## config.mk

```make
export PLATFORM = sky130hd
export DESIGN_NAME = bus_system
export DESIGN_NICKNAME = d
export VERILOG_FILES = /design/src/bus_pkg.sv /design/src/shared_bus_if.sv /design/src/bus_system.sv /design/src/bus_memory.sv /design/src/bus_mux.sv /design/src/bus_arbiter.sv
export SDC_FILE = /design/constraint.sdc
export NUM_CORES = 1
export LEC_CHECK = 0
export CAP_MARGIN = 20
export CELL_PAD_IN_SITES_DETAIL_PLACEMENT = 0
export CELL_PAD_IN_SITES_GLOBAL_PLACEMENT = 1
export CORE_MARGIN = 2
export CORE_UTILIZATION = 51
export DETAILED_ROUTE_END_ITERATION = 16
export DONT_BUFFER_PORTS = 1
export MAX_ROUTING_LAYER = met4
export PLACE_DENSITY = 0.79
export SETUP_SLACK_MARGIN = 0.3
export SYNTH_ARGS = -nofsm -noshare
export SYNTH_HDL_FRONTEND = slang
export SYNTH_SLANG_ARGS = --single-unit
```

## constraint.sdc

```tcl
create_clock -name clk -period 10.85 [get_ports clk]
set_input_delay 1.6275 -clock clk [delete_from_list [all_inputs] [get_ports clk]]
set_output_delay 1.6275 -clock clk [all_outputs]
set_load 0.05 [all_outputs]
```

## src/bus_pkg.sv

```systemverilog
`default_nettype none

package bus_pkg;

    ////////////////////////////////////////
    // bus dimensions
    ////////////////////////////////////////

    localparam int N_MASTERS       = 3;
    localparam int ADDR_W          = 4;  // 16 words
    localparam int DATA_W          = 16;
    localparam int MEM_WORDS       = 16;
    localparam int MEM_WAIT_CYCLES = 2;  // wait states before ack

    ////////////////////////////////////////
    // vector types
    ////////////////////////////////////////

    typedef logic [N_MASTERS-1:0] arb_vector;  // one bit per master
    typedef logic [ADDR_W-1:0]    addr_t;
    typedef logic [DATA_W-1:0]    data_t;

    localparam arb_vector NO_GRANT = '0;

endpackage

`default_nettype wire
```

## src/shared_bus_if.sv

```systemverilog
`timescale 1ns/1ps
`default_nettype none

interface shared_bus_if;
    import bus_pkg::*;

    logic  sel;    // a master holds the bus
    logic  we;
    addr_t addr;
    data_t wdata;
    data_t rdata;  // valid in the ack cycle
    logic  ack;    // one-cycle pulse

    // master side, fed by the multiplexer
    modport mux (
        output sel,
        output we,
        output addr,
        output wdata,
        input  rdata,
        input  ack
    );

    modport mem (
        input  sel,
        input  we,
        input  addr,
        input  wdata,
        output rdata,
        output ack
    );

endinterface

`default_nettype wire

```

## src/bus_system.sv

```systemverilog
`timescale 1ns/1ps
`default_nettype none

module bus_system (
    input  logic               clk,
    input  logic               reset,

    // per-master command inputs
    input  bus_pkg::arb_vector m_req,
    input  bus_pkg::arb_vector m_we,
    input  bus_pkg::addr_t     m_addr  [bus_pkg::N_MASTERS],
    input  bus_pkg::data_t     m_wdata [bus_pkg::N_MASTERS],

    // shared bus status
    output bus_pkg::arb_vector bus_grant,
    output logic               bus_ack,
    output bus_pkg::data_t     bus_rdata
);

    shared_bus_if bus_if ();

    ////////////////////////////////////////
    // arbitration
    ////////////////////////////////////////

    bus_arbiter i_arbiter (
        .clk       (clk),
        .reset     (reset),
        .bus_req   (m_req),
        .bus_ack   (bus_ack),
        .bus_grant (bus_grant)
    );

    ////////////////////////////////////////
    // command routing
    ////////////////////////////////////////

    bus_mux i_mux (
        .bus_grant (bus_grant),
        .m_we      (m_we),
        .m_addr    (m_addr),
        .m_wdata   (m_wdata),
        .bus       (bus_if.mux)
    );

    ////////////////////////////////////////
    // slave
    ////////////////////////////////////////

    bus_memory i_memory (
        .clk   (clk),
        .reset (reset),
        .bus   (bus_if.mem)
    );

    assign bus_ack   = bus_if.ack;    // also closes the arbiter loop
    assign bus_rdata = bus_if.rdata;

endmodule

`default_nettype wire

```

## src/bus_memory.sv

```systemverilog
`timescale 1ns/1ps
`default_nettype none

module bus_memory (
    input  logic      clk,
    input  logic      reset,
    shared_bus_if.mem bus
);
    import bus_pkg::*;

    typedef enum logic [1:0] {
        IDLE,
        WAIT,
        ACK
    } mem_state_t;

    typedef logic [$clog2(MEM_WAIT_CYCLES+1)-1:0] wait_cnt_t;

    mem_state_t state;
    wait_cnt_t  wait_cnt;
    logic       access_done;
    logic       ack_q;

    logic       we_q;
    addr_t      addr_q;
    data_t      wdata_q;
    data_t      rdata_q;
    data_t      mem [MEM_WORDS];

    // last wait edge reached, access happens on this edge
    assign access_done = (state == WAIT) && (wait_cnt == wait_cnt_t'(MEM_WAIT_CYCLES));

    ////////////////////////////////////////
    // access FSM
    ////////////////////////////////////////

    always_ff @(posedge clk or posedge reset) begin
        if (reset) begin
            state    <= IDLE;
            wait_cnt <= '0;
            ack_q    <= 1'b0;
        end else begin
            case (state)
                IDLE: begin
                    if (bus.sel) begin
                        state    <= WAIT;
                        wait_cnt <= '0;
                    end
                end
                WAIT: begin
                    if (access_done) begin
                        state <= ACK;
                        ack_q <= 1'b1;
                    end else begin
                        wait_cnt <= wait_cnt + 1'b1;
                    end
                end
                ACK: begin
                    ack_q <= 1'b0;  // single-cycle pulse
                    state <= IDLE;
                end
                default: begin
                    state <= IDLE;
                    ack_q <= 1'b0;
                end
            endcase
        end
    end

    // command capture at start of access
    always_ff @(posedge clk) begin
        if (state == IDLE && bus.sel) begin
            we_q    <= bus.we;
            addr_q  <= bus.addr;
            wdata_q <= bus.wdata;
        end
    end

    ////////////////////////////////////////
    // register file
    ////////////////////////////////////////

    always_ff @(posedge clk or posedge reset) begin
        if (reset) begin
            for (int i = 0; i < MEM_WORDS; i++) begin
                mem[i] <= '0;
            end
            rdata_q <= '0;
        end else if (access_done) begin
            if (we_q) begin
                mem[addr_q] <= wdata_q;
            end else begin
                rdata_q <= mem[addr_q];
            end
        end
    end

    assign bus.rdata = rdata_q;
    assign bus.ack   = ack_q;

endmodule

`default_nettype wire

```

## src/bus_mux.sv

```systemverilog
`timescale 1ns/1ps
`default_nettype none

module bus_mux (
    input  bus_pkg::arb_vector bus_grant,
    input  bus_pkg::arb_vector m_we,
    input  bus_pkg::addr_t     m_addr  [bus_pkg::N_MASTERS],
    input  bus_pkg::data_t     m_wdata [bus_pkg::N_MASTERS],
    shared_bus_if.mux          bus
);
    import bus_pkg::*;

    logic  we_mux;
    addr_t addr_mux;
    data_t wdata_mux;

    ////////////////////////////////////////
    // and-or select on the one-hot grant
    ////////////////////////////////////////

    always_comb begin
        we_mux    = 1'b0;
        addr_mux  = '0;
        wdata_mux = '0;
        for (int i = 0; i < N_MASTERS; i++) begin
            we_mux    = we_mux | (bus_grant[i] & m_we[i]);
            addr_mux  = addr_mux | ({ADDR_W{bus_grant[i]}} & m_addr[i]);
            wdata_mux = wdata_mux | ({DATA_W{bus_grant[i]}} & m_wdata[i]);
        end
    end

    assign bus.sel   = |bus_grant;  // any master granted
    assign bus.we    = we_mux;
    assign bus.addr  = addr_mux;
    assign bus.wdata = wdata_mux;

endmodule

`default_nettype wire

```

## src/bus_arbiter.sv

```systemverilog
`timescale 1ns/1ps
`default_nettype none

module bus_arbiter (
    input  logic               clk,
    input  logic               reset,
    input  bus_pkg::arb_vector bus_req,
    input  logic               bus_ack,
    output bus_pkg::arb_vector bus_grant
);
    import bus_pkg::*;

    typedef enum logic {
        READY,
        BUSY
    } arb_state_t;

    arb_state_t state;
    arb_vector  prio_grant;

    ////////////////////////////////////////
    // priority encoder
    ////////////////////////////////////////

    always_comb begin : prio_enc
        logic found;
        prio_grant = NO_GRANT;
        found      = 1'b0;
        for (int i = 0; i < N_MASTERS; i++) begin
            if (!found && bus_req[i]) begin  // lowest index wins
                prio_grant[i] = 1'b1;
                found         = 1'b1;
            end
        end
    end

    ////////////////////////////////////////
    // grant FSM
    ////////////////////////////////////////

    always_ff @(posedge clk or posedge reset) begin
        if (reset) begin
            state     <= READY;
            bus_grant <= NO_GRANT;
        end else begin
            case (state)
                READY: begin
                    bus_grant <= prio_grant;  // all zero when idle
                    if (bus_req != NO_GRANT) begin
                        state <= BUSY;
                    end
                end
                BUSY: begin
                    // grant is frozen until the slave completes
                    if (bus_ack) begin
                        bus_grant <= prio_grant;
                        if (bus_req == NO_GRANT) begin
                            state <= READY;
                        end
                    end
                end
                default: begin
                    state     <= READY;
                    bus_grant <= NO_GRANT;
                end
            endcase
        end
    end

endmodule

`default_nettype wire

```

==> flow_summary.toml, run 1 <==
[layout]
syn2layout_area_growth_pct = 9.29
drive_gt1_share_pct = 38.3
finalNonFillerCells = 1285
n_fill_cell = 2020
diodes = 0
fin_area_um2 = 15000
final_cell_mix = "dfrtp_1, mux2_2, mux2i_1"
final_nets = 995
final_common_cell = "dfrtp_1"

[clock_network]
cts_tree = "yes"
cts_root_buf = "clkbuf_16"
cts_setup_buffers = 0
clk_path_buf_depth = 3
post_cts_resized = 0
clk_latency_ns = 0.56
cts-htree-levels = 1
cts.clk_slew.worst_paths_ns = 0.06
numCtsBuffers = 31
cts_hold_repair.buffers = 0
cts.sinks = 302

[run]
drv_cap = 0

[synth]
yosysWarnings = 0
synthAdderAreaFrac_pct = 0.0915
synth_edf_count = 21
syn_inst = 954
netlist.area_leader.share_pct = 51.4
syn_area_per_cell_um2 = 14.3
ys.flop_type = "dfrtp_1"
yosys.area_share.simple_pct = 2.96
async_reset_ff_share_pct = 93.0
synthTopCellsByArea = "dfrtp_1, mux2_2, mux2i_1"
synth_top_family_by_area = "multiplexers"
synth.mux.area_fraction_pct = 31.8
yosysSeqAreaShare_pct = 56.0
syn-num-nets = 1023
netlist_area_um2 = 13700
yosysTopAreaCell = "dfrtp_1"
synth-compound-area-share_pct = 5.53
synth-xor-area-share_pct = 0
ys_ff_latch = 302
yosys.cell_types.count = 38

[run_status]
status = "finished clean"

[timing]
setup_violations = 0
fmax_ghz = 0.307
layout_setup_ws_ns = 7.59
tightest_slew_ns = 1.11
finalSetupTns_ns = 0
rsz0062_at_grt = "false"
slew_headroom_pct = 26.3
fin_crit_ns = 3.26
period_share_pct = 30.0
drv_slew = 0
timing.final.hold_violations = 0
skew_ns = 0.0179

[grt]
antenna_found_initial = 0
grt_max_degree = 139
grt_use_total_pct = 21.1
gr-total-overflow = 0
grt_pass1_wl_mm = 45.7
grt_pass1_vias = 8117

[routing]
wl_per_cell_um = 21.9
remaining_drc_errors = 0
vias_per_cell = 5.99
wl_mm = 28.1
drtAntennaViolNets = 0
via_count = 7692
drtPass1Iterations = 5
drt-initial-drc-count = 550

[placed_design]
place_ws_ns = 7.43
placed_cells = 1226
port_buffers = 0
place_hpwl_mm = 17.2
place_area_um2 = 13800
routabilityCongestion = 0.733

[critical_path]
endpoint_kind = "register"
path_cells = "buf_4 > and2_1 > nand2_4 > nor2_2 > mux2_2"
critPathArrivalTime_ns = 3.69
crit_buf_inv = 1
path_class = "reg -> reg"
critPathRequiredTime_ns = 11.28
crit_path_max_incr_delay_ns = 0.80
crit_family = "simple AND/OR/NAND/NOR gates"
cp_slowest_cell = "nor2_2"
crit_fanout = 41
cp-start-kind = "register"

[die]
rows = 59
initial_utilization_pct = 52.2
die-area_um2 = 28200
pin_count = 88
die_x_um = 168
die-height_um = 168
fp.coreArea_um2 = 26200

[power]
p_leak_uw = 0.00715
total_power_uw = 4490
ir_drop_v = 0.000229
p_per_area_nw_per_um2 = 300

[hold_path]
hp-class = "reg -> reg"
==> path summary, 6_finish.rpt <==
check / from / to / slack [ns] / cells past startpoint
setup / recovery: i_memory.addr_q[1] / i_memory.mem[78] / 7.59 / 5
hold / removal: i_memory.wait_cnt[1] / i_memory.wait_cnt[1] / 0.48 / 1
setup reg to reg: i_memory.addr_q[1] / i_memory.mem[78] / 7.59 / 5
hold reg to reg: i_memory.wait_cnt[1] / i_memory.wait_cnt[1] / 0.48 / 1
max in group asynchronous: reset / i_memory.mem[4] / 8.24 / 2
min in group asynchronous: reset / i_memory.mem[234] / 1.12 / 1
==> per-layer routing <==
metal | global-route usage (%) | up-vias | wire (um)
met5 | - | - | 0
met4 | 4.35 | 0 | 367
met3 | 2.61 | 35 | 1210
met2 | 33.7 | 159 | 13200
met1 | 29.6 | 4015 | 13300
li1 | - | 3483 | -
==> logic make-up after synthesis <==
family / Yosys count
fa+ha+maj: 1
compound gates: 105
mux: 370
buf+inv: 101
flops: 302
simple gates: 75
==> report_power, final <==
part / leakage (uW) / total (uW) / switching [uW] / internal (uW)
Combinational: 0.00259 / 1200 / 549 / 654
Clock: 0.000550 / 1120 / 439 / 685
Sequential: 0.00400 / 2160 / 518 / 1640
==> per-stage QoR <==
| stage | utilization, % | hold slack [ns] |
|---|---|---|
| 2_1_floorplan | - | 0.454 |
| 3_3_place_gp | 52.7 | 0.466 |
| 3_5_place_dp | 52.7 | 0.474 |
| 4_1_cts | 56.9 | 0.487 |
| 5_1_grt | 57.1 | 0.513 |
| 6_report | 57.1 | 0.482 |
==> cell type report <==
type                       count  area, um2  area share [%]
tap                          335        419            2.80
timing repair buffer          14        133           0.887
sequential                   302       7660            51.2
inverter                      26        105           0.703
multi-input combinational    551       5530            37.0
clock buffer                  42        918            6.14
clock inverter                15        181            1.21
==> sequential cells by signal, indices dropped and copies added (netlist names) <==
signal and cells:
i_arbiter.bus_grant 3, i_arbiter.state 1, i_memory.addr_q 4, i_memory.bus.ack 1, i_memory.bus.rdata 16, i_memory.mem 256
i_memory.state 2, i_memory.wait_cnt 2, i_memory.wdata_q 16, i_memory.we_q 1
==> cell usage after synthesis, types with 4 or more instances <==
master	instances
mux2_2	225
buf_2	27
clkbuf_1	39
buf_6	5
o21ai_0	18
a222oi_1	21
inv_1	26
nor2_1	35
or3_1	4
nand2b_1	4
mux2i_1	96
mux4_2	16
dfrtp_1	281
nor2_2	12
a221oi_1	16
o22ai_1	32
mux2_4	33
edfxtp_1	21
a31oi_1	16
Power figures use the tool's default switching activity.
==> run 2, diff against run 1 <==
--- a/config.mk
+++ b/config.mk
@@ -9,11 +9,11 @@
 export CELL_PAD_IN_SITES_DETAIL_PLACEMENT = 0
 export CELL_PAD_IN_SITES_GLOBAL_PLACEMENT = 1
 export CORE_MARGIN = 2
-export CORE_UTILIZATION = 51
+export CORE_UTILIZATION = 48
 export DETAILED_ROUTE_END_ITERATION = 16
 export DONT_BUFFER_PORTS = 1
 export MAX_ROUTING_LAYER = met4
-export PLACE_DENSITY = 0.79
+export PLACE_DENSITY = 0.78
 export SETUP_SLACK_MARGIN = 0.3
 export SYNTH_ARGS = -nofsm -noshare
 export SYNTH_HDL_FRONTEND = slang
==> constraint.sdc (replaced) <==
create_clock -name clk -period 2.7 [get_ports clk]
set_input_delay 0.405 -clock clk [delete_from_list [all_inputs] [get_ports clk]]
set_output_delay 0.405 -clock clk [all_outputs]
set_load 0.05 [all_outputs]
==> flow_summary.toml, run 2 (synthesis results as in run 1) <==
[timing]
slew_headroom_pct = 37.3
fmax_ghz = 0.457
skew_ns = 0.00864
period_share_pct = 81.0
fin_crit_ns = 2.19
layout_setup_ws_ns = 0.513
timing.final.hold_violations = 0
drv_slew = 0
tightest_slew_ns = 0.937
rsz0062_at_grt = "false"
setup_violations = 0

[layout]
top_register = "i_memory.mem"
utilization_pct = 54.7
syn2layout_area_growth_pct = 11.8
n_fill_cell = 2304
largest_register_ff_count = 256
final_nets = 1036
fin_area_um2 = 15300
final_common_cell = "dfrtp_1"
drive_gt1_share_pct = 39.7
regArea_um2 = 7660
diodes = 0
final_cell_mix = "dfrtp_1, mux2_2, mux2i_1"
multi_input_area_um2 = 5540

[routing]
drtPass1Iterations = 6
vias_per_cell = 5.76
drt-initial-drc-count = 478
wl_per_cell_um = 21.4
wl_mm = 29.2
via_count = 7878
remaining_drc_errors = 0
drtAntennaViolNets = 0

[die]
rows = 61
die_x_um = 173
fp.coreArea_um2 = 27900
die-area_um2 = 29900
initial_utilization_pct = 49.0
pin_count = 88
die-height_um = 173

[clock_network]
cts_root_buf = "clkbuf_16"
numCtsBuffers = 31
cts-htree-levels = 1
post_cts_resized = 0
cts.clk_slew.worst_paths_ns = 0.06
cts.sinks = 302
clk_latency_ns = 0.55
cts_tree = "yes"
clk_path_buf_depth = 3

[hold_path]
hp-class = "in -> reg"

[critical_path]
critPathArrivalTime_ns = 2.62
endpoint_kind = "register"
path_cells = "inv_1 > ha_1 > and4b_2 > nand3b_4 > or3_1 > buf_4 > mux2_4"
cp-start-kind = "register"
path_class = "reg -> reg"
crit_family = "simple AND/OR/NAND/NOR gates"
critPathRequiredTime_ns = 3.13
crit_path_max_incr_delay_ns = 0.39
crit_fanout = 15
crit_buf_inv = 2
cp_slowest_cell = "dfrtp_1"

[run_status]
status = "finished clean"

[placed_design]
routabilityCongestion = 0.752
place_hpwl_mm = 19.2
place_area_um2 = 14200
place_ws_ns = 0.516
port_buffers = 0

[power]
p_per_area_nw_per_um2 = 1170
ir_drop_v = 0.000870
p_leak_uw = 0.00731

[grt]
grt_max_degree = 65
grt_use_total_pct = 20.6
gr-total-overflow = 0
grt_pass1_vias = 8142
grt_pass1_wl_mm = 47.7
antenna_found_initial = 0

[run]
drv_cap = 0
-- run 2: cell types whose count changed in the layout (fill, tap and decap cells not counted), sizes merged --
cell | previous run | this run
clkbuf | 42 | 48
dlygate4sd3 | 0 | 4
clkinv | 10 | 5
bufinv | 4 | 2
inv | 26 | 25
buf | 14 | 51
-- run 2: final timing paths --
path | from | end | cells after the start | slack, ns
max | i_memory.wait_cnt[0] | i_memory.mem[210] | 7 | 0.51
min | m_wdata[14] | i_memory.wdata_q[14] | 2 | 0.04
max reg2reg | i_memory.wait_cnt[0] | i_memory.mem[210] | 7 | 0.51
min reg2reg | i_memory.wait_cnt[1] | i_memory.wait_cnt[1] | 1 | 0.50
max in group asynchronous | reset | i_memory.mem[103] | 4 | 1.37
min in group asynchronous | reset | i_memory.mem[170] | 2 | 0.43
-- run 2: worst register-to-register path, delay by kind of cell (launching register included) --
kind          cells  cell delay [ns]
flops             1             0.39
buf+inv           2             0.30
simple gates      3             0.86
mux               1             0.33
fa+ha+maj         1             0.20
-- run 2: final cells by class --
type	count	area share (%)
flip-flops and latches	302	50.1
inverters	26	0.663
multi-input cells	551	36.2
well taps	378	3.09
repair buffers	55	3.26
clock inverters	7	0.557
clock buffers	48	6.08
-- run 2: timing repair --
item	4_1_cts	5_1_grt
setup buffers	0	0
hold endpoints to repair	23	0
hold buffers	4	0
setup endpoints to repair	0	0
-- run 2: routing by layer --
layer	up-vias	GRT usage (%)	routed length, um
li1	3550	-	-
met1	4138	29.6	14000
met2	163	32.1	13700
met3	27	2.35	1190
met4	0	3.60	330
met5	-	-	0
-- run 2: through the flow --
| stage | std cells | total power (uW) | TNS (ns) | hold slack [ns] |
|---|---|---|---|---|
| after global placement | 1308 | 13600 | 0 | 0.394 |
| after floorplan | 954 | 12300 | -400.79 | 0.454 |
| final | 1367 | 18000 | 0 | 0.0447 |
| after global routing | 1367 | 19000 | 0 | 0.0362 |
| after CTS | 1367 | 18100 | 0 | 0.00791 |
| after detailed placement | 1308 | 13800 | 0 | 0.398 |
-- run 2: report_power, final --
part	total, uW	switching [uW]	internal, uW
clock	4230	1700	2530
combinational	5020	2290	2730
sequential	8700	2100	6600
total	18000	6090	11900
